<file path="config.mk">
export PLATFORM = sky130hd
export DESIGN_NAME = rx_request_decoder
export DESIGN_NICKNAME = d
export VERILOG_FILES = /design/src/hdl/dma_hub_pkg.sv /design/src/hdl/rx_request_decoder.sv
export SDC_FILE = /design/constraint.sdc
export NUM_CORES = 1
export LEC_CHECK = 0
export BUFFER_PORTS_ARGS = -buffer_cell sky130_fd_sc_hd__buf_2
export CORE_MARGIN = 8
export CORE_UTILIZATION = 45
export CTS_CLUSTER_SIZE = 8
export DETAILED_ROUTE_END_ITERATION = 8
export PLACE_DENSITY = 0.92
export REMOVE_ABC_BUFFERS = 1
export SLEW_MARGIN = 20
export SYNTH_ARGS = -nofsm -noshare
export SYNTH_HDL_FRONTEND = slang
export SYNTH_SLANG_ARGS = --single-unit
</file>
<file path="constraint.sdc">
create_clock -name pcie_clk -period 8.5 [get_ports pcie_clk]
set_input_delay 2.55 -clock pcie_clk [delete_from_list [all_inputs] [get_ports pcie_clk]]
set_output_delay 2.55 -clock pcie_clk [all_outputs]
set_load 0.05 [all_outputs]
</file>
<file path="src/hdl/dma_hub_pkg.sv">
// Widths, opcodes and beat layouts shared by every DMA hub module through a wildcard import
`default_nettype none

package dma_hub_pkg;

    // -------------------------------------------------
    // Widths
    // -------------------------------------------------
    localparam int BEAT_W    = 64;              // Stream beat
    localparam int DATA_W    = 32;              // Register word
    localparam int TAG_W     = 8;               // Request tag
    localparam int REG_SEL_W = 2;               // Register index in a channel
    localparam int CHAN_W    = 4;               // Up to 16 channels
    localparam int BAR_W     = 3;
    localparam int CPL_ID_W  = 16;              // Completer id in the header

    // Register map of one channel
    localparam logic [REG_SEL_W-1:0] REG_SCRATCH  = 2'd0;
    localparam logic [REG_SEL_W-1:0] REG_CONTROL  = 2'd1;  // Bit 0 irq enable
    localparam logic [REG_SEL_W-1:0] REG_DOORBELL = 2'd2;
    localparam logic [REG_SEL_W-1:0] REG_STATUS   = 2'd3;  // W1C pending and overflow

    typedef enum logic [1:0] {
        OP_MEM_WR = 2'd0,
        OP_MEM_RD = 2'd1,
        OP_CPL    = 2'd2,
        OP_NONE   = 2'd3
    } tlp_op_t;

    // -------------------------------------------------
    // Inbound beats
    // -------------------------------------------------
    typedef struct packed {
        tlp_op_t                    op;
        logic [BAR_W-1:0]           bar;
        logic [TAG_W-1:0]           tag;
        logic [50:0]                rsvd;           // Zero
    } req_hdr_t;

    typedef struct packed {
        logic [CHAN_W-1:0]          chan;
        logic [REG_SEL_W-1:0]       reg_sel;
        logic [25:0]                rsvd;           // Zero
        logic [DATA_W-1:0]          data;
    } req_body_t;

    // Routed request, shared by all channels
    typedef struct packed {
        tlp_op_t                    op;
        logic [TAG_W-1:0]           tag;
        logic [REG_SEL_W-1:0]       reg_sel;
        logic [DATA_W-1:0]          data;
    } chan_req_t;

    // -------------------------------------------------
    // Completions
    // -------------------------------------------------
    typedef struct packed {
        logic [TAG_W-1:0]           tag;
        logic [DATA_W-1:0]          data;
    } cpl_entry_t;

    typedef struct packed {
        tlp_op_t                    op;             // Always OP_CPL
        logic [CPL_ID_W-1:0]        completer_id;
        logic [TAG_W-1:0]           tag;
        logic [CHAN_W-1:0]          chan;
        logic [33:0]                pad;
    } cpl_hdr_t;

endpackage

`default_nettype wire

</file>
<file path="src/hdl/rx_request_decoder.sv">
// Frames two-beat inbound requests, filters BAR, opcode and channel, and routes them
`default_nettype none

module rx_request_decoder
    import dma_hub_pkg::*;
#(
    parameter int NUM_CHANNELS = 4,
    parameter int BAR_INDEX    = 2
) (
    input  logic                    pcie_clk,
    input  logic                    reset,
    input  logic [BEAT_W-1:0]       rx_data,
    input  logic                    rx_sof,
    input  logic                    rx_eof,
    input  logic                    rx_valid,
    output chan_req_t               req,
    output logic [NUM_CHANNELS-1:0] req_sel
);

    typedef enum logic {
        DEC_HEADER,
        DEC_BODY
    } dec_state_t;

    dec_state_t                 state_q;
    req_hdr_t                   hdr_q;          // Latched header beat
    req_hdr_t                   rx_hdr;
    req_body_t                  rx_body;
    logic                       hdr_take;
    logic                       body_beat;
    logic                       hdr_ok;
    logic                       chan_ok;
    logic                       issue;
    logic [NUM_CHANNELS-1:0]    sel_d;

    assign rx_hdr  = req_hdr_t'(rx_data);
    assign rx_body = req_body_t'(rx_data);

    // -------------------------------------------------
    // Framing checks
    // -------------------------------------------------
    assign hdr_take  = rx_valid && rx_sof && !rx_eof;   // Restarts framing anywhere
    assign body_beat = rx_valid && !rx_sof && (state_q == DEC_BODY);

    assign hdr_ok  = ((hdr_q.op == OP_MEM_WR) || (hdr_q.op == OP_MEM_RD)) &&
                     (hdr_q.bar == BAR_W'(BAR_INDEX));
    assign chan_ok = int'(rx_body.chan) < NUM_CHANNELS;
    assign issue   = body_beat && rx_eof && hdr_ok && chan_ok;

    always_comb begin
        sel_d = '0;
        for (int i = 0; i < NUM_CHANNELS; i++) begin
            sel_d[i] = issue && (int'(rx_body.chan) == i);
        end
    end

    // -------------------------------------------------
    // State and strobes
    // -------------------------------------------------
    always_ff @(posedge pcie_clk) begin
        if (reset) begin
            state_q <= DEC_HEADER;
            req_sel <= '0;
        end else begin
            req_sel <= sel_d;                   // One-cycle pulse
            if (hdr_take) begin
                state_q <= DEC_BODY;
            end else if (rx_valid && (state_q == DEC_BODY)) begin
                state_q <= DEC_HEADER;          // Body consumed or dropped
            end
        end
    end

    // Payload registers
    always_ff @(posedge pcie_clk) begin
        if (hdr_take) begin
            hdr_q <= rx_hdr;
        end
        if (issue) begin
            req.op      <= hdr_q.op;
            req.tag     <= hdr_q.tag;
            req.reg_sel <= rx_body.reg_sel;
            req.data    <= rx_body.data;
        end
    end

endmodule

`default_nettype wire

</file>
==> metrics.txt, run 1 <==
Cells after Synth 78; n_diodes 0; DP Wirelength between 3 and 4 mm; xor and xnor area share after synthesis 0%; r2r setup slk 6720 ps; register area share after synthesis 94.0%; number of setup buffers added after CTS 0; CTS tree yes; RR Startpoint hdr_q[61]; Die H around 80 µm; crit path max fanout 24; Simple-Gate Fraction of Synth Area under 10%; Max-Cap Viols 0; DRC Markers 0; Sink Count between 60 and 70; measured slew at the worst slew-check pin 472 ps; area grow syn2layout 38.8%; Site Rows 23; largest net degree at the start of global routing 25; layout cell share with drive strength beyond 1 approximately three fifths; commonest cells after routing, fill and taps aside 97 x buf_2, 57 x edfxtp_1, 9 x clkbuf_8, 5 x dfxtp_1, 4 x nor4_1; GR Overflow Total 0; r2r endpoint req[25]; post-synth top area share between 80% and 90%; I/O pins 117; PwrDens 219 mW/mm²; RSZ-0062 raised after global routing false; Arrival @ worst endpoint 3730 ps; post-synthesis register bit count 62; Setup Total Neg Slack 0 ps; top cells by area, synth edfxtp_1 89%, dfxtp_1 5.2%, nor4_1 1.3%; final hold vios 0; Final period util a little over two fifths; Min-Delay Startpoint hdr_q[57]; vias in the first global route ~1.2k; GPL Wtd Cong 0.644; area of the core between 0.004 and 0.005 mm²; worst setup path class in -> reg; static leakage 1.08 nW; Root Buffer clkbuf_8; Hold Buf Count CTS 0; min-delay worst type reg -> reg; Starting Density 47.5%; worst path bufs/invs 2; vias post-DR roughly 1.1k; post-cts sizing count 0; Ys Warns 0; initial DRC count 68; Slowest cell on crit path or4b_4; Avg Vias per Cell 4.58; Cell Area, Placed 0.00249 mm²; max-slew violations 0; peak supply drop 0.130 mV; Skew-Pair Late Insertion Delay around 320 ps; largest family of logic cells by synthesized area simple AND/OR/NAND/NOR gates; Routed WL 4.10 mm; Synth Area in Compound Gates 0.260%; Netlist cell types 12; mean post-synth cell area ~25 µm²; post-synthesis mux area share 0%; fin area around 0.0027 mm²; Worst-path clk slew 60 ps; number of port buffers 97; crit path cell chain buf_2 -> or4b_4 -> nor3_2 -> buf_4; Final min period 3730 ps; most common cell after layout, fill and taps aside buf_2; Setup violations, final 0; first-pass GRT wire length 5.89 mm; synthesized area 0.00193 mm²; status finished, final reports clean; Crit. End Element flip-flop; worst path required time 8490 ps; CP delay by family, top simple AND/OR/NAND/NOR gates; R2R depth 3; initial antenna violation count 0; Num CTS Buffers 9; die span in x 81.4 µm; Post-Synth Adder-Cell Area 0%; Total GRT Usage 12.5%; Final ANT Viol Nets 0; fill cell count 303; WHS Path Cells 0; Initial DRT Pass Iterations 4; skew final 3.88 ps; drt wl/cell 16.9 µm; H-tree Lvls 3; Bufs on Longest Clock Path 2; Nets 257; Startpoint Class input pin; Worst path max stage delay 550 ps; Hold EP req[40]; Rel. slew slack 68.5%; Yosys top cell by area edfxtp_1; FMAX 0.268 GHz; die footprint between 0.006 and 0.007 mm²
kinds of logic after synthesis:
family	count (synthesis)
DFF	62
and+or+nand+nor	14
AOI/OAI and AO/OA	1
buffers and inverters	1
sequential cells by signal, summed over array words and instances, names as in the netlist:
| name | flops |
|---|---|
| state_q | 1 |
| req_sel | 4 |
| req | 44 |
| hdr_q | 13 |
stage by stage:
step / std cells / util, % / hold slack [ps] / power, mW / worst slack, ps
after global placement: 227 / 61.5 / 402 / 0.357 / 4460
after floorplan: 78 / - / 400 / 0.346 / 1890
after global routing: 243 / 65.9 / 431 / 0.608 / 4720
after CTS: 243 / 65.9 / 420 / 0.593 / 4790
after detailed placement: 227 / 61.5 / 406 / 0.359 / 4440
final: 243 / 65.9 / 419 / 0.586 / 4770
synth_stat cells (all sizes together):
master	number
a21oi	1
nor3	1
edfxtp	57
or3b	2
inv	1
nor4	4
nand4bb	1
dfxtp	5
or3	1
nand3b	2
nand2b	2
or4b	1
power by group:
part	internal, mW	switching, mW	total (mW)	leakage [nW]
sequential	0.336	0.000777	0.337	0.555
clock	0.132	0.102	0.234	0.0949
combinational	0.00916	0.00617	0.0153	0.427
how the worst max path moves through the flow:
stage / startpoint / to / slack (ps) / cells after the start
finish: rx_data[63] / req[25] / 4770 / 4
global route: rx_data[63] / req[25] / 4720 / 4
CTS: rx_data[63] / req[18] / 4790 / 4
detailed placement: rx_data[63] / req[18] / 4440 / 4
global placement: rx_data[63] / req[16] / 4460 / 4
floorplan: rx_data[63] / req[0] / 1890 / 2
layer usage:
metal / wire length (µm) / track usage, % / vias to the layer above
met5: 0 / 0 / -
met4: 24 / 5.89 / 0
met3: 533 / 7.75 / 4
met2: 2120 / 20.5 / 58
met1: 1430 / 12.2 / 518
li1: - / - / 533
cell type report:
type	count	area [µm²]	share of cell area [%]
multi-input combinational	15	116	4.35
clock inverter	6	52.6	1.96
tap	50	62.6	2.34
clock buffer	10	128	4.77
timing repair buffer	99	500	18.7
inverter	1	3.75	0.140
sequential	62	1810	67.7
No activity file was read; power rests on OpenSTA's default activity.
==> run 2, diff against run 1 <==
Settings changed: CORE_UTILIZATION 45 to 42, PLACE_DENSITY 0.92 to 0.87.
Clock period 8.5 ns to 3.7 ns, I/O delays scaled along.
==> run 2 against run 1 <==
  * Via count grew 3.0%
  * Sequential power grew 130%
  * Critical path type unchanged
  * Largest cell class unchanged
  * Largest power group unchanged
  * Critical endpoint is now req[26]
  * Clock power grew 86%
==> metrics.txt, run 2 (synthesis results as in run 1) <==
Largest register FFs 44; Routed WL 4.30 mm; RSZ-0062 raised after global routing false; met2 GRT Util 19.9%; vias post-DR 1146; pre-CTS WS 993 ps; Root Buffer clkbuf_8; post-cts sizing count 0; status finished, final reports clean; GPL Wtd Cong around 0.74; FMAX around 0.42 GHz; die footprint 0.00701 mm²; Final Instance Count excl. Fillers between 200 and 250; most common cell after layout, fill and taps aside buf_2; GR Overflow Total 0; area of the core 0.00438 mm²; Final min period 2380 ps; initial antenna violation count 0; min-delay worst type reg -> reg; Nets 257; Startpoint Class input pin; Setup violations, final 0; met1 track demand over resource 11.9%; crit path cell chain buf_2 -> or4b_4 -> nor3_2 -> buf_4; Power Total between 1 and 1.5 mW; vias in the first global route approximately 1.2k; n_diodes 0; DP Wirelength ~3.5 mm; Top reg by flops req; Bufs on Longest Clock Path 2; CTS tree yes; biggest registers after layout req x44, hdr_q x13, req_sel x4; first-pass GRT wire length 6.63 mm; Die H 83.7 µm; number of setup buffers added after CTS 0; GR peak layer met2; Worst path max stage delay 550 ps; PnR worst setup slack about 1300 ps; layout cell share with drive strength beyond 1 59.2%; initial DRC count 40; Final period util 64.3%; Initial DRT Pass Iterations 4; multi-input logic area 116 µm²; met3 Use GR under 10%; commonest cells after routing, fill and taps aside 97 x buf_2, 57 x edfxtp_1, 9 x clkbuf_8, 5 x dfxtp_1, 4 x nor4_1; Starting Density between 40% and 50%; critical path depth 4; skew final 5.65 ps; Num CTS Buffers 9; Skew-Pair Late Insertion Delay 310 ps; largest net degree at the start of global routing 33; number of port buffers 97; Avg Vias per Cell ~4.7; hold_ws around 420 ps; Worst-path clk slew 60 ps; PwrDens 471 mW/mm²; Slowest cell on crit path or4b_4; DRC Markers 0; FF/Latch Area 0.00181 mm²; Arrival @ worst endpoint 2350 ps; Post-Place Cells about 230; peak supply drop between 0.15 and 0.2 mV; H-tree Lvls 3; area grow syn2layout 37.1%; final hold vios 0; Max-Cap Viols 0; WHS Path Cells 0; drt wl/cell 17.7 µm; worst setup path class in -> reg; fill cell count 333; worst path bufs/invs 2; Final ANT Viol Nets 0; Hold Buf Count CTS 0; Sink Count 62; Crit. End Element flip-flop; R2R depth 3; utilization after layout 60.2%; measured slew at the worst slew-check pin 478 ps; Site Rows 24; crit path max fanout 32; static leakage roughly 1.1 nW; max-slew violations 0; I/O pins 117; die span in x 83.7 µm; Total GRT Usage 12.4%; worst path required time 3670 ps; Rel. slew slack 68.1%; CP delay by family, top simple AND/OR/NAND/NOR gates
## run 2: changes by cell type in the layout (fill, tap and decap cells not counted), sizes merged
cell,previous run,this run
bufinv,1,0
clkinv,5,4
## run 2: final cells by class
cell class / count / share of cell area [%]
clock buffers: 10 / 4.83
flip-flops and latches: 62 / 68.6
multi-input cells: 15 / 4.41
inverters: 1 / 0.142
well taps: 52 / 2.46
repair buffers: 99 / 18.9
clock inverters: 4 / 0.616
## run 2: path summary, 6_finish.rpt
path | from | endpoint | slack [ps]
setup / recovery | rx_data[63] | req[26] | 1320
hold / removal | hdr_q[51] | req[34] | 420
setup reg to reg | hdr_q[61] | req[26] | 1820
hold reg to reg | hdr_q[51] | req[34] | 420
## run 2: routing by layer
layer / wire length [µm] / up-vias
li1: - / 535
met2: 2080 / 76
met1: 1570 / 531
met3: 589 / 4
met5: 0 / -
met4: 56 / 0
## run 2: power breakdown
part	switching, mW	internal, mW
Clock	0.208	0.227
Combinational	0.0137	0.0210
Sequential	0.00199	0.772
Total	0.223	1.02
## run 2: through the flow
stage | cell area, µm² | TNS [ps]
CTS | 2640 | 0
detailed placement | 2500 | 0
floorplan | 1930 | -64710
global placement | 2500 | 0
global route | 2640 | 0
finish | 2640 | 0
==> run 3, diff against run 2 <==
Settings changed: CORE_UTILIZATION 42 to 38, PLACE_DENSITY 0.87 to 0.84.
Clock period 3.7 ns to 2 ns, I/O delays scaled along.
==> run 3 against run 2 <==
  * Sequential power is 85% higher
  * Critical path depth is 1 lower
  * Global-route usage shrank 1.5 points
  * First-iteration DRC count fell by 2.5%
  * Non-clock buffer count rose by 1
  * Die area rose by 8.5%
  * Sequential share of layout area down 2.0 points
==> metrics.txt, run 3 (synthesis results as in run 1) <==
H-tree Lvls 3; Hold Buf Count CTS 0; Rel. slew slack 82.2%; pre-CTS WS -30.5 ps; biggest registers after layout req x44, hdr_q x13, req_sel x4; Final period util between 80% and 90%; vias post-DR ~1.1k; WHS Path Cells 0; RSZ-0062 raised after global routing false; r2r setup slk 290 ps; R2R depth 3; Arrival @ worst endpoint 1720 ps; Largest register FFs 44; vias in the first global route 1162; hold_ws 417 ps; post-cts sizing count 0; Site Rows 26; FMAX 0.585 GHz; peak supply drop about 0.32 mV; Bufs on Longest Clock Path 2; Max-Cap Viols 0; Nets 258; Final ANT Viol Nets 0; Crit. End Element flip-flop; number of port buffers 97; Routed WL 4.11 mm; area grow syn2layout 41.2%; CTS tree yes; Die H 87.2 µm; Avg Vias per Cell 4.25; r2r endpoint req[8]; largest net degree at the start of global routing 45; initial DRC count 39; Hold EP req[41]; layout cell share with drive strength beyond 1 ~59%; GPL Wtd Cong 0.749; area of the core 0.00501 mm²; Final min period roughly 1700 ps; Initial DRT Pass Iterations 4; min-delay worst type reg -> reg; GR Overflow Total 0; status finished, final reports clean; Power Total 2.48 mW; initial antenna violation count 0; RR Startpoint hdr_q[61]; first-pass GRT wire length 5.82 mm; Root Buffer clkbuf_8; I/O pins 117; fill cell count 427; PnR worst setup slack 292 ps; PwrDens 912 mW/mm²; Num CTS Buffers 9; drt wl/cell 15.6 µm; die footprint between 0.007 and 0.008 mm²; Sink Count 62; skew final approximately 7 ps; Setup violations, final 0; Skew-Pair Late Insertion Delay 320 ps; Top reg by flops req; crit path max fanout 44; final hold vios 0; measured slew at the worst slew-check pin 268 ps; worst path required time 2010 ps; Total GRT Usage a little over a tenth; max-slew violations 0; Worst-path clk slew roughly 60 ps; static leakage between 1 and 1.5 nW; n_diodes 0; Min-Delay Startpoint hdr_q[58]; most common cell after layout, fill and taps aside buf_2; Starting Density 38.5%; DRC Markers 0; number of setup buffers added after CTS 0; Startpoint Class flip-flop; worst setup path class reg -> reg; die span in x 87.2 µm; commonest cells after routing, fill and taps aside 97 x buf_2, 57 x edfxtp_1, 9 x clkbuf_8, 5 x dfxtp_1
==> run 3: worst max-delay path, stage by stage (launching register included) <==
cell      delay [ps]
edfxtp_1         370
or4b_4           550
nor3_2           190
buf_12           270
==> run 3: layout make-up <==
cell class | instances | area, µm² | share of cell area, %
clock buffer | 10 | 128 | 4.69
clock inverter | 6 | 52.6 | 1.93
inverter | 1 | 3.75 | 0.138
multi-input combinational | 15 | 116 | 4.28
sequential | 62 | 1810 | 66.6
tap | 70 | 87.6 | 3.22
timing repair buffer | 100 | 520 | 19.1
==> run 3: metrics by stage <==
stage	utilization, %	cell area (µm²)	TNS, ps	std cells
after floorplan	-	1930	-117070	78
after global placement	50.7	2540	-534	248
after detailed placement	50.7	2540	-1260	248
after CTS	54.3	2720	0	264
after global routing	54.3	2720	0	264
final	54.3	2720	0	264
==> run 3: how the worst max path moves through the flow <==
| stage | endpoint | slack [ps] | start | cells past startpoint |
|---|---|---|---|---|
| detailed placement | req[31] | -30 | rx_data[63] | 4 |
| CTS | req[21] | 280 | hdr_q[61] | 3 |
| floorplan | req[0] | -2660 | rx_data[63] | 2 |
| finish | req[8] | 290 | hdr_q[61] | 3 |
| global route | req[0] | 220 | hdr_q[61] | 3 |
| global placement | req[31] | -10 | rx_data[63] | 4 |
==> run 3: routing by layer <==
layer | global-route usage, % | share of wire [%] | vias up
li1 | - | - | 538
met1 | 11.6 | 40 | 494
met2 | 16.0 | 41 | 82
met3 | 5.66 | 16 | 9
met4 | 8.44 | 2.7 | 0
met5 | 0 | 0 | -
==> run 3: report_power, final <==
part | leakage, nW | switching, mW | internal (mW)
Combinational | 0.434 | 0.0265 | 0.0406
Clock | 0.0864 | 0.423 | 0.558
Sequential | 0.555 | 0.00329 | 1.43
