<file path="config.mk">
export PLATFORM = sky130hd
export DESIGN_NAME = bar_register_channel
export DESIGN_NICKNAME = d
export VERILOG_FILES = /design/src/hdl/dma_hub_pkg.sv /design/src/hdl/bar_register_channel.sv
export SDC_FILE = /design/constraint.sdc
export NUM_CORES = 1
export LEC_CHECK = 0
export ABC_AREA = 1
export BUFFER_PORTS_ARGS = -buffer_cell sky130_fd_sc_hd__buf_2
export CAP_MARGIN = 20
export CORE_MARGIN = 2
export CORE_UTILIZATION = 55
export CTS_BUF_LIST = sky130_fd_sc_hd__clkbuf_16
export DETAILED_ROUTE_END_ITERATION = 16
export HOLD_SLACK_MARGIN = 0.15
export PLACE_DENSITY = 0.75
export SETUP_SLACK_MARGIN = 0.15
export SYNTH_ARGS = -nofsm -noshare
export SYNTH_HDL_FRONTEND = slang
export SYNTH_SLANG_ARGS = --single-unit
</file>
<file path="constraint.sdc">
create_clock -name pcie_clk -period 6.2 [get_ports pcie_clk]
set_input_delay 1.24 -clock pcie_clk [delete_from_list [all_inputs] [get_ports pcie_clk]]
set_output_delay 1.24 -clock pcie_clk [all_outputs]
set_load 0.005 [all_outputs]
</file>
<file path="src/hdl/dma_hub_pkg.sv">
// Widths, opcodes and beat layouts shared by every DMA hub module through a wildcard import
`default_nettype none

package dma_hub_pkg;

    // -------------------------------------------------
    // Widths
    // -------------------------------------------------
    localparam int BEAT_W    = 64;              // Stream beat
    localparam int DATA_W    = 32;              // Register word
    localparam int TAG_W     = 8;               // Request tag
    localparam int REG_SEL_W = 2;               // Register index in a channel
    localparam int CHAN_W    = 4;               // Up to 16 channels
    localparam int BAR_W     = 3;
    localparam int CPL_ID_W  = 16;              // Completer id in the header

    // Register map of one channel
    localparam logic [REG_SEL_W-1:0] REG_SCRATCH  = 2'd0;
    localparam logic [REG_SEL_W-1:0] REG_CONTROL  = 2'd1;  // Bit 0 irq enable
    localparam logic [REG_SEL_W-1:0] REG_DOORBELL = 2'd2;
    localparam logic [REG_SEL_W-1:0] REG_STATUS   = 2'd3;  // W1C pending and overflow

    typedef enum logic [1:0] {
        OP_MEM_WR = 2'd0,
        OP_MEM_RD = 2'd1,
        OP_CPL    = 2'd2,
        OP_NONE   = 2'd3
    } tlp_op_t;

    // -------------------------------------------------
    // Inbound beats
    // -------------------------------------------------
    typedef struct packed {
        tlp_op_t                    op;
        logic [BAR_W-1:0]           bar;
        logic [TAG_W-1:0]           tag;
        logic [50:0]                rsvd;           // Zero
    } req_hdr_t;

    typedef struct packed {
        logic [CHAN_W-1:0]          chan;
        logic [REG_SEL_W-1:0]       reg_sel;
        logic [25:0]                rsvd;           // Zero
        logic [DATA_W-1:0]          data;
    } req_body_t;

    // Routed request, shared by all channels
    typedef struct packed {
        tlp_op_t                    op;
        logic [TAG_W-1:0]           tag;
        logic [REG_SEL_W-1:0]       reg_sel;
        logic [DATA_W-1:0]          data;
    } chan_req_t;

    // -------------------------------------------------
    // Completions
    // -------------------------------------------------
    typedef struct packed {
        logic [TAG_W-1:0]           tag;
        logic [DATA_W-1:0]          data;
    } cpl_entry_t;

    typedef struct packed {
        tlp_op_t                    op;             // Always OP_CPL
        logic [CPL_ID_W-1:0]        completer_id;
        logic [TAG_W-1:0]           tag;
        logic [CHAN_W-1:0]          chan;
        logic [33:0]                pad;
    } cpl_hdr_t;

endpackage

`default_nettype wire

</file>
<file path="src/hdl/bar_register_channel.sv">
// One BAR-mapped register channel with its read completion queue and interrupt flag
`default_nettype none

module bar_register_channel
    import dma_hub_pkg::*;
#(
    parameter int CPL_DEPTH = 4
) (
    input  logic        pcie_clk,
    input  logic        reset,
    input  chan_req_t   req,
    input  logic        req_sel,
    output logic        cpl_valid,
    output cpl_entry_t  cpl_head,
    input  logic        cpl_pop,
    output logic        irq_pending
);

    localparam int PTR_W = (CPL_DEPTH > 1) ? $clog2(CPL_DEPTH) : 1;
    localparam int CNT_W = $clog2(CPL_DEPTH + 1);

    // -------------------------------------------------
    // Register file
    // -------------------------------------------------
    logic [DATA_W-1:0]  scratch_q;
    logic               irq_en_q;           // REG_CONTROL bit 0
    logic [DATA_W-1:0]  doorbell_q;         // Doorbell write count
    logic               pending_q;
    logic               overflow_q;         // Read lost on a full queue
    logic [DATA_W-1:0]  rd_value;

    // Completion queue
    cpl_entry_t         queue_mem [CPL_DEPTH];
    logic [PTR_W-1:0]   wr_ptr_q;
    logic [PTR_W-1:0]   rd_ptr_q;
    logic [CNT_W-1:0]   count_q;
    logic               full;
    logic               wr_en;
    logic               rd_en;
    logic               push;
    logic               pop;

    function automatic logic [PTR_W-1:0] ptr_next(input logic [PTR_W-1:0] ptr);
        return (ptr == PTR_W'(CPL_DEPTH - 1)) ? '0 : ptr + 1'b1;
    endfunction

    assign wr_en = req_sel && (req.op == OP_MEM_WR);
    assign rd_en = req_sel && (req.op == OP_MEM_RD);
    assign full  = (count_q == CNT_W'(CPL_DEPTH));
    assign push  = rd_en && !full;
    assign pop   = cpl_pop && cpl_valid;

    always_comb begin
        case (req.reg_sel)
            REG_SCRATCH:  rd_value = scratch_q;
            REG_CONTROL:  rd_value = {{(DATA_W-1){1'b0}}, irq_en_q};
            REG_DOORBELL: rd_value = doorbell_q;
            REG_STATUS:   rd_value = {{(DATA_W-2){1'b0}}, overflow_q, pending_q};
            default:      rd_value = '0;
        endcase
    end

    always_ff @(posedge pcie_clk) begin
        if (reset) begin
            scratch_q  <= '0;
            irq_en_q   <= 1'b0;
            doorbell_q <= '0;
            pending_q  <= 1'b0;
            overflow_q <= 1'b0;
        end else begin
            if (wr_en) begin
                case (req.reg_sel)
                    REG_SCRATCH:  scratch_q <= req.data;
                    REG_CONTROL:  irq_en_q  <= req.data[0];
                    REG_DOORBELL: begin
                        doorbell_q <= doorbell_q + 1'b1;
                        if (irq_en_q) begin
                            pending_q <= 1'b1;      // Ring only when enabled
                        end
                    end
                    REG_STATUS: begin
                        if (req.data[0]) begin
                            pending_q <= 1'b0;
                        end
                        if (req.data[1]) begin
                            overflow_q <= 1'b0;
                        end
                    end
                    default: ;
                endcase
            end
            if (rd_en && full) begin
                overflow_q <= 1'b1;                 // Read dropped
            end
        end
    end

    // -------------------------------------------------
    // Completion queue
    // -------------------------------------------------
    always_ff @(posedge pcie_clk) begin
        if (reset) begin
            wr_ptr_q <= '0;
            rd_ptr_q <= '0;
            count_q  <= '0;
        end else begin
            if (push) begin
                wr_ptr_q <= ptr_next(wr_ptr_q);
            end
            if (pop) begin
                rd_ptr_q <= ptr_next(rd_ptr_q);
            end
            case ({push, pop})
                2'b10:   count_q <= count_q + 1'b1;
                2'b01:   count_q <= count_q - 1'b1;
                default: count_q <= count_q;
            endcase
        end
    end

    always_ff @(posedge pcie_clk) begin
        if (push) begin
            queue_mem[wr_ptr_q] <= '{tag: req.tag, data: rd_value};
        end
    end

    assign cpl_valid   = (count_q != '0);
    assign cpl_head    = queue_mem[rd_ptr_q];   // Oldest read first
    assign irq_pending = pending_q;

endmodule

`default_nettype wire

</file>
==> out/metrics.csv, run 1 <==
stage;metric;value;unit
run_status;outcome;complete, no violations;
min_path;hold_path_class;flip-flop to flip-flop;
routing;ant_nets;0;
cts;ctsRootBufferMaster;clkbuf_16;
synth;synth_edf_count;160;
final_layout;layout-drive-gt1-share;15.22;%
sta;relSlewSlack;25.56;%
pwr;pwr-share-comb;17.8;%
critical_path;worstPathRequired;4.96;ns
pwr;swShare;26.34;%
cts;cts_made_buffers;23;
global_route;track_usage;23.02;%
sta;max_freq;257.7;MHz
synth;syn-cell-area;9753;µm²
run;drv_cap;0;
sta;period_share;62.58;%
cts;cts-resized-gates;0;
routing;drt-initial-drc-count;608;
routing;drc;0;
cts;clk_latency;0.50;ns
pwr;pwr-share-seq;46.1;%
synth;syn_inst;951;
sta;skew;0.01432;ns
critical_path;reg2reg_setup_slack;3.98;ns
cts;clock_sinks;236;
critical_path;crit_type;flip-flop to output pin;
critical_path;worst-path-max-fanout;81;
sta;tightest_slew;1.115;ns
sta;slew_violations;0;
placement;port-buffer-count;89;
sta;fin_crit;3.880;ns
pwr;pwr-share-clk;36.1;%
critical_path;cp_data_arrival_time;2.64;ns
global_route;antenna_found_initial;0;
synth;ys.flop_type;edfxtp_1;
synth;ys_seq_area_share;64.86;%
pwr;power_density;334.4;nW/µm²
routing;vias;7122;
pwr;ir_drop;0.2124;mV
sta;hold_viol;0;
die;die_h;137.2;µm
die;coreArea;17300;µm²
placement;post_dp_cell_area;10440;µm²
synth;ys_ff_latch;236;
pwr;p_leak;3.989;nW
die;pin_count;90;
synth;synthArstFlopShare;0;%
routing;viasPerCell;5.608;
global_route;grt_pass1_wl;33730;µm
sta;setup_viol;0;
critical_path;cp-start-kind;flip-flop;
critical_path;r2r_start;count_q[0];
routing;drt_first_pass_iters;5;
final_layout;diodes;0;
global_route;first_global_vias;6702;
cts;cts_tree;done;
global_route;grt_max_degree;82;
placement;routabilityCongestion;0.9160;
pwr;p_switching;0.9832;mW
die;rows;48;
global_route;overflow;0;
cts;clk_pin_slew_worst_paths;0.06;ns
cts;htree_levels;1;
final_layout;fin_nets;1085;
routing;routed_wl;21290;µm
synth;ys_types;37;
die;dieArea;18810;µm²
synth;yosysWarnings;0;
min_path;hp-start;scratch_q[1];
critical_path;end_kind;output pin;
cts;cts_hold_buffers;0;
die;initial_core_util;56.39;%
cts;clock_path_buffers;3;
final_layout;syn_to_final_growth;14.46;%
sta;rsz0062_at_grt;no;
sta;fin_tns_setup;0;ns
cts;cts_setup_buffers;0;
synth;syn-num-nets;1007;
pwr;internal_power;2.749;mW
routing;wl_per_cell;16.76;µm
die;die_x;137.2;µm
synth;syn_area_per_cell;10.26;µm²
placement;hpwl;13330;µm
final_layout;final_area;11160;µm²
[registers in the layout, summed over array words and instances, names as in the netlist, named ones only]
| name | cells |
|---|---|
| irq_pending | 1 |
| irq_en_q | 1 |
| queue_mem | 160 |
| count_q | 3 |
| rd_ptr_q | 2 |
| wr_ptr_q | 2 |
| scratch_q | 32 |
| doorbell_q | 32 |
| overflow_q | 1 |
[synth_stat cells, drive strengths merged (2+ instances only)]
cell	number	share of area (%)
edfxtp	160	49
nor2	155	6.9
o21ai	140	7.2
inv	98	3.8
nand2	89	3.5
dfxtp	76	16
o22ai	63	4.0
a21oi	53	2.7
clkbuf	40	1.5
nand3	31	1.8
nor3	12	0.83
nand4	9	0.58
ha	7	0.90
buf	5	0.30
clkinv	2	0.077
xor2	2	0.18
[metal layers]
layer,GRT usage (%),up-vias,wire [µm]
met1,31.97,3375,9080
met4,5.785,0,339
met3,2.704,28,1540
met2,38.83,254,10320
met5,0,-,0
li1,-,3465,-
[cells by family after synthesis]
logic type	Yosys count	share of synthesized area, %
AND/OR/NAND/NOR	299	13.82
AO/OA/AOI/OAI	261	14.36
flip-flops	236	64.86
buffers and inverters	145	5.683
adder cells (fa/ha/maj)	8	1.103
XOR/XNOR	2	0.1796
[power groups by stage]
stage / registers [mW] / clock network [mW] / logic (mW)
6_report: 1.72 / 1.35 / 0.666
3_5_place_dp: 1.75 / 0 / 0.666
4_1_cts: 1.72 / 1.37 / 0.673
3_3_place_gp: 1.75 / 0 / 0.635
5_1_grt: 1.72 / 1.42 / 0.744
2_1_floorplan: 1.75 / 0 / 0.390
[critical path, cell delays in order, from the launching register on]
cell	delay [ns]
dfxtp_2	0.32
buf_4	0.59
inv_2	0.37
buf_12	0.30
o21ai_0	0.22
o22ai_1	0.16
buf_2	0.16
[cells in the final DEF, fill, tap and decap left out, drive strengths merged]
| cell | instances |
|---|---|
| o22ai | 63 |
| xor2 | 2 |
| clkbuf | 23 |
| o211ai | 1 |
| nor3b | 1 |
| ha | 7 |
| nand3 | 31 |
| clkinvlp | 1 |
| fa | 1 |
| a211oi | 1 |
| nor2 | 155 |
| a31oi | 1 |
| o2111ai | 1 |
| a21oi | 53 |
| edfxtp | 160 |
| buf | 98 |
| dfxtp | 76 |
| o211a | 1 |
| bufinv | 3 |
| inv | 102 |
| nand2 | 89 |
| nor4 | 1 |
| nand3b | 1 |
| clkinv | 12 |
| nand4 | 9 |
| nor3 | 12 |
| o21ai | 140 |
[metrics by stage]
| stage | setup WS, ns | cells | utilization, % | hold WS (ns) | power [mW] |
|---|---|---|---|---|---|
| 5_1_grt | 2.193 | 1270 | 64.54 | 0.4753 | 3.884 |
| 4_1_cts | 2.341 | 1270 | 64.54 | 0.4543 | 3.758 |
| 3_3_place_gp | 2.700 | 1227 | 60.06 | 0.4378 | 2.385 |
| 6_report | 2.320 | 1270 | 64.54 | 0.4544 | 3.733 |
| 3_5_place_dp | 2.854 | 1229 | 60.33 | 0.4462 | 2.417 |
| 2_1_floorplan | 2.492 | 951 | - | 0.4223 | 2.141 |
[layout make-up]
class | count | area, µm²
clock buffers | 23 | 575.6
clock inverters | 18 | 152.6
fillers | 1388 | 6133
inverters | 100 | 375.4
multi-input cells | 570 | 2905
flip-flops and latches | 236 | 6327
well taps | 225 | 281.5
repair buffers | 98 | 545.5
[path summary, 6_finish.rpt]
check,to,cells past startpoint
worst max-delay path,cpl_head[24],6
worst min-delay path,scratch_q[1],2
worst max register to register,count_q[2],10
worst min register to register,scratch_q[1],2
(Power assumes the default switching activity.)
==> run 2, diff against run 1 <==
--- a/config.mk
+++ b/config.mk
@@ -5,7 +5,7 @@
 export SDC_FILE = /design/constraint.sdc
 export NUM_CORES = 1
 export LEC_CHECK = 0
-export ABC_AREA = 1
+export ABC_AREA = 0
 export BUFFER_PORTS_ARGS = -buffer_cell sky130_fd_sc_hd__buf_2
 export CAP_MARGIN = 20
 export CORE_MARGIN = 2
==> constraint.sdc (replaced) <==
create_clock -name pcie_clk -period 3.7 [get_ports pcie_clk]
set_input_delay 0.74 -clock pcie_clk [delete_from_list [all_inputs] [get_ports pcie_clk]]
set_output_delay 0.74 -clock pcie_clk [all_outputs]
set_load 0.005 [all_outputs]
==> out/metrics.csv, run 2 <==
stage;metric;value;unit;change
run_status;outcome;complete, no violations;;unchanged
sta;holdWs;0.4560;ns;was 0.4544 ns
placement;routabilityCongestion;0.7665;;was 0.9160
pwr;power_density;518.4;nW/µm²;was 334.4 nW/µm²
synth;syn_area_per_cell;14.08;µm²;was 10.26 µm²
final_layout;largestRegisters;queue_mem: 160 flops, doorbell_q: 32 flops, scratch_q: 32 flops;;unchanged
sta;tightest_slew;1.073;ns;was 1.115 ns
final_layout;largest_register_ffs;160;;unchanged
final_layout;final_util;63.65;%;was 64.54%
die;dieArea;18350;µm²;was 18810 µm²
cts;cts-resized-gates;0;;unchanged
routing;vias;5678;;was 7122
sta;slew_violations;0;;unchanged
synth;ys.flop_type;edfxtp_1;;unchanged
placement;dpl_worst_slack;0.9244;ns;was 2.854 ns
synth;yosys.cell_count.top_type;edfxtp_1;;unchanged
final_layout;final_cell_mix;160 x edfxtp_1, 89 x buf_2, 76 x nand2_1;;was 160 x edfxtp_1, 140 x nor2_1, 134 x o21ai_0
global_route;overflow;0;;unchanged
final_layout;syn_to_final_growth;14.64;%;was 14.46%
synth;synth-xor-area-share;0.9215;%;was 0.1796%
routing;drt-initial-drc-count;498;;was 608
final_layout;fillCellCount;1239;;was 1388
critical_path;critPathCapture;cpl_head[26];;was cpl_head[24]
critical_path;cp-start-kind;flip-flop;;unchanged
critical_path;timing.rr.end;doorbell_q[29];;was count_q[2]
critical_path;worst-path-max-fanout;25;;was 81
min_path;hold_path_class;primary input to flip-flop;;was flip-flop to flip-flop
synth;yosysWarnings;0;;unchanged
synth;syn_inst;675;;was 951
sta;period_share;81.14;%;
cts;cts_tree;done;;unchanged
sta;hold_viol;0;;unchanged
sta;fin_tns_setup;0;ns;unchanged
synth;synth_top_cell_by_area;edfxtp_1;;unchanged
final_layout;diodes;0;;unchanged
pwr;p_leak;3.762;nW;was 3.989 nW
final_layout;final_area;10900;µm²;was 11160 µm²
min_path;hold_depth;1;;was 2
global_route;track_usage;20.57;%;was 23.02%
sta;skew;0.008225;ns;was 0.01432 ns
placement;hpwl;11900;µm;was 13330 µm
sta;setup_viol;0;;unchanged
die;die_x;135.5;µm;was 137.2 µm
synth;synth_compound_area_share;3.791;%;was 14.36%
routing;viasPerCell;5.661;;was 5.608
global_route;first_global_vias;5662;;was 6702
synth;synth_edf_count;160;;unchanged
routing;ant_nets;0;;unchanged
synth;synth_area_leaders;edfxtp_1 51%, dfxtp_1 16%, mux4_2 9.7%;;was edfxtp_1 49%, dfxtp_1 16%, o21ai_0 6.9%
critical_path;cp_data_arrival_time;2.26;ns;was 2.64 ns
synth;synth_common_cells;160 x edfxtp_1, 76 x dfxtp_1, 76 x nand2_1;;was 160 x edfxtp_1, 144 x nor2_1, 134 x o21ai_0
final_layout;fin_nets;817;;was 1085
pwr;swShare;22.32;%;was 26.34%
synth;synth.area.mux_share;14.61;%;was 0%
critical_path;reg2reg_depth;4;;was 10
synth;synthArstFlopShare;0;%;unchanged
placement;post_dp_cell_area;10170;µm²;was 10440 µm²
final_layout;layout-drive-gt1-share;25.19;%;was 15.22%
final_layout;final_common_cell;edfxtp_1;;unchanged
pwr;pwr-share-seq;51.4;%;was 46.1%
cts;htree_levels;1;;unchanged
pwr;internal_power;4.388;mW;was 2.749 mW
placement;port-buffer-count;89;;unchanged
critical_path;reg2reg_setup_slack;1.33;ns;was 3.98 ns
die;die_h;135.5;µm;was 137.2 µm
cts;clk_latency;0.50;ns;about the same
cts;ctsRootBufferMaster;clkbuf_16;;unchanged
sta;fin_crit;3.002;ns;
global_route;antenna_found_initial;0;;unchanged
die;rows;48;;unchanged
cts;clock_sinks;236;;unchanged
cts;cts_setup_buffers;0;;unchanged
pwr;p_switching;1.261;mW;was 0.9832 mW
run;drv_cap;0;;unchanged
routing;drt_first_pass_iters;5;;unchanged
pwr;ir_drop;0.3594;mV;was 0.2124 mV
final_layout;top_register;queue_mem;;unchanged
synth;ys_types;38;;was 37
synth;synth-simple-area-share;10.76;%;was 13.82%
die;pin_count;90;;unchanged
synth;ys_seq_area_share;66.56;%;was 64.86%
sta;rsz0062_at_grt;no;;unchanged
die;coreArea;17120;µm²;was 17300 µm²
placement;dp.cells;960;;was 1229
cts;clk_pin_slew_worst_paths;0.06;ns;about the same
critical_path;crit_type;flip-flop to output pin;;unchanged
synth;synth_top_family_by_area;multiplexers;;was compound AO/OA/AOI/OAI gates
cts;cts_hold_buffers;0;;unchanged
critical_path;worstPathRequired;2.96;ns;was 4.96 ns
routing;drc;0;;unchanged
routing;wl_per_cell;18.33;µm;was 16.76 µm
sta;relSlewSlack;28.44;%;was 25.56%
synth;syn-num-nets;731;;was 1007
final_layout;fin_cells;1003;;was 1270
routing;routed_wl;18380;µm;was 21290 µm
pwr;pwr-share-clk;37.7;%;was 36.1%
global_route;grt_max_degree;62;;was 82
pwr;pwr-share-comb;10.9;%;was 17.8%
global_route;grt_pass1_wl;29570;µm;was 33730 µm
die;initial_core_util;55.53;%;was 56.39%
synth;syn-cell-area;9504;µm²;was 9753 µm²
cts;clock_path_buffers;3;;unchanged
sta;max_freq;333.1;MHz;
synth;synthAdderAreaFrac;1.132;%;was 1.103%
pwr;fin_total_pwr;5.648;mW;was 3.733 mW
sta;worst_slack;0.6980;ns;was 2.320 ns
critical_path;r2r_start;doorbell_q[9];;was count_q[0]
synth;yosysTopAreaCellShare;50.55;%;was 49.26%
synth;ys_ff_latch;236;;unchanged
critical_path;end_kind;output pin;;unchanged
cts;cts_made_buffers;23;;unchanged
## run 2: changes by cell type after synthesis, sizes merged, moves of 9 or more
cell,previous run,this run
nand3,31,12
inv,98,14
clkbuf,40,30
mux2,0,12
mux2i,0,33
nor2b,0,10
nand2,89,77
o21ai,140,7
o22ai,63,0
mux4,0,41
nor2,155,60
or3,0,9
## run 2: metal layers
layer  wire length, µm  GRT usage [%]
met3              1035          2.656
met1              8061          29.32
met4               309          4.745
met2              8974          34.35
met5                 0              0
## run 2: logic make-up after synthesis
group | after synthesis
adders and majority gates | 8
and+or+nand+nor | 214
xor gates and xnor gates | 10
DFF | 236
AOI/OAI and AO/OA | 67
buffers and inverters | 54
muxes | 86
## run 2: worst max-delay path: stages, from the launching register on
cell and delay (ns):
dfxtp_2 0.71, buf_12 0.30, mux4_2 0.58, buf_2 0.15
## run 2: layout make-up
class	instances	area (µm²)	share of cell area, %
inverter	14	52.55	0.4823
clock buffer	23	575.6	5.283
clock inverter	19	117.6	1.079
multi-input combinational	385	2972	27.27
tap	225	281.5	2.584
timing repair buffer	101	568.0	5.214
sequential	236	6329	58.08
## run 2: power groups by stage
stage          sequential [mW]  clock [mW]  combinational [mW]
2_1_floorplan             2.91           0               0.445
3_3_place_gp              2.96           0               0.615
3_5_place_dp              2.96           0               0.624
4_1_cts                   2.91        2.15               0.629
5_1_grt                   2.91        2.27               0.675
6_report                  2.90        2.13               0.617
## run 2: how the worst min path moves through the flow
stage / slack [ns] / endpoint / from
6_report: 0.46 / queue_mem[0][37] / req[39]
5_1_grt: 0.44 / queue_mem[0][37] / req[39]
4_1_cts: 0.45 / queue_mem[0][37] / req[39]
3_5_place_dp: 0.45 / scratch_q[27] / scratch_q[27]
3_3_place_gp: 0.44 / scratch_q[0] / scratch_q[0]
2_1_floorplan: 0.43 / overflow_q / overflow_q
==> run 3, diff against run 2 <==
--- a/config.mk
+++ b/config.mk
@@ -5,7 +5,7 @@
 export SDC_FILE = /design/constraint.sdc
 export NUM_CORES = 1
 export LEC_CHECK = 0
-export ABC_AREA = 0
+export ABC_AREA = 1
 export BUFFER_PORTS_ARGS = -buffer_cell sky130_fd_sc_hd__buf_2
 export CAP_MARGIN = 20
 export CORE_MARGIN = 2
==> constraint.sdc (replaced) <==
create_clock -name pcie_clk -period 2.8 [get_ports pcie_clk]
set_input_delay 0.56 -clock pcie_clk [delete_from_list [all_inputs] [get_ports pcie_clk]]
set_output_delay 0.56 -clock pcie_clk [all_outputs]
set_load 0.005 [all_outputs]
==> out/metrics.csv, run 3 (synthesis results as in run 1) <==
stage;metric;value;unit;change
critical_path;worstPathRequired;2.24;ns;was 2.96 ns
global_route;track_usage;22.82;%;was 20.57%
final_layout;largestRegisters;queue_mem: 160 flops, doorbell_q: 32 flops, scratch_q: 32 flops;;unchanged
cts;ctsRootBufferMaster;clkbuf_16;;unchanged
routing;vias;7033;;was 5678
final_layout;fin_nets;1095;;was 817
sta;tightest_slew;0.6328;ns;was 1.073 ns
placement;port-buffer-count;89;;unchanged
die;dieArea;18810;µm²;was 18350 µm²
sta;rsz0062_at_grt;no;;unchanged
final_layout;final_util;65.44;%;was 63.65%
critical_path;end_kind;output pin;;unchanged
final_layout;top_register;queue_mem;;unchanged
routing;drt-initial-drc-count;731;;was 498
pwr;ir_drop;0.4265;mV;was 0.3594 mV
routing;wl_per_cell;16.36;µm;was 18.33 µm
sta;setup_viol;0;;unchanged
final_layout;largest_register_ffs;160;;unchanged
die;rows;48;;unchanged
placement;post_dp_cell_area;10550;µm²;was 10170 µm²
sta;worst_slack;0.4193;ns;was 0.6980 ns
sta;hold_viol;0;;unchanged
cts;cts_made_buffers;23;;unchanged
final_layout;final_area;11320;µm²;was 10900 µm²
cts;cts_setup_buffers;0;;unchanged
final_layout;final_common_cell;edfxtp_1;;unchanged
pwr;p_leak;4.064;nW;was 3.762 nW
final_layout;diodes;0;;unchanged
run_status;outcome;complete, no violations;;unchanged
global_route;grt_max_degree;81;;was 62
routing;routed_wl;20940;µm;was 18380 µm
sta;holdWs;0.2888;ns;was 0.4560 ns
critical_path;r2r_start;count_q[0];;was doorbell_q[9]
routing;viasPerCell;5.495;;was 5.661
pwr;fin_total_pwr;8.400;mW;was 5.648 mW
min_path;hold_path_class;primary input to flip-flop;;unchanged
routing;drc;0;;unchanged
cts;htree_levels;1;;unchanged
cts;clock_path_buffers;3;;unchanged
die;initial_core_util;56.39;%;was 55.53%
critical_path;cp-start-kind;flip-flop;;unchanged
pwr;power_density;742.1;nW/µm²;was 518.4 nW/µm²
placement;routabilityCongestion;0.9089;;was 0.7665
global_route;grt_pass1_wl;33490;µm;was 29570 µm
global_route;first_global_vias;6583;;was 5662
die;coreArea;17300;µm²;was 17120 µm²
global_route;antenna_found_initial;0;;unchanged
die;die_x;137.2;µm;was 135.5 µm
sta;fin_tns_setup;0;ns;unchanged
final_layout;fin_cells;1280;;was 1003
final_layout;layout-drive-gt1-share;16.30;%;was 25.19%
critical_path;worst-path-max-fanout;80;;was 25
placement;dp.cells;1239;;was 960
die;pin_count;90;;unchanged
global_route;overflow;0;;unchanged
cts;clk_pin_slew_worst_paths;0.06;ns;about the same
sta;max_freq;420.1;MHz;
sta;period_share;85.02;%;
cts;cts_tree;done;;unchanged
sta;relSlewSlack;57.37;%;was 28.44%
placement;hpwl;13500;µm;was 11900 µm
cts;clock_sinks;236;;unchanged
sta;fin_crit;2.381;ns;
critical_path;crit_type;flip-flop to output pin;;unchanged
run;drv_cap;0;;unchanged
routing;drt_first_pass_iters;5;;unchanged
critical_path;cp_data_arrival_time;1.82;ns;was 2.26 ns
die;die_h;137.2;µm;was 135.5 µm
sta;skew;0.02355;ns;was 0.008225 ns
sta;slew_violations;0;;unchanged
routing;ant_nets;0;;unchanged
cts;clk_latency;0.50;ns;about the same
final_layout;final_cell_mix;160 x edfxtp_1, 140 x nor2_1, 134 x o21ai_0;;was 160 x edfxtp_1, 89 x buf_2, 76 x nand2_1
min_path;hp-start;req[41];;was req[39]
placement;dpl_worst_slack;0.7141;ns;was 0.9244 ns
final_layout;syn_to_final_growth;16.06;%;was 14.64%
[run 3: cell count changes in the layout (fill, tap and decap cells not counted), moves of 11 or more]
cell / previous run / this run
nor2_4: 0 / 11
nor2_1: 60 / 140
o21ai_0: 7 / 134
mux4_2: 41 / 0
inv_1: 20 / 97
mux2i_1: 33 / 0
nand3_1: 12 / 28
mux2_2: 12 / 0
o22ai_1: 0 / 63
[run 3: per-layer routing]
metal  GRT usage, %  up-vias  part of all wire (%)
li1               -     3484                     -
met1          32.50     3270                    43
met2          37.23      250                    48
met3          3.074       29                   6.9
met4          5.899        0                   1.6
met5              0        -                     0
[run 3: layout make-up]
type | instances | area, µm²
clock buffer | 23 | 575.6
timing repair buffer | 108 | 663.1
tap | 225 | 281.5
multi-input combinational | 570 | 2905
clock inverter | 18 | 188.9
sequential | 236 | 6327
inverter | 100 | 377.9
fill | 1321 | 5977
[run 3: worst paths after layout]
path / slack [ns] / depth (start not counted) / end
max: 0.42 / 4 / cpl_head[22]
min: 0.29 / 1 / queue_mem[1][39]
max reg2reg: 0.84 / 11 / count_q[2]
min reg2reg: 0.45 / 1 / count_q[0]
[run 3: where the power goes]
group          internal (mW)  switching, mW  leakage (nW)
logic                  0.568          0.930          1.57
clock network           1.87           1.22         0.390
registers               3.78         0.0383          2.10
[run 3: what timing repair did]
action | CTS | global route
resized for setup | 0 | 2
hold buffers | 0 | 0
setup endpoints to repair | 0 | 3
[run 3: critical path: stages (launching register included)]
cell and delay [ns]:
dfxtp_2 0.38, buf_12 0.30, o21ai_0 0.17, o22ai_1 0.27
buf_2 0.17
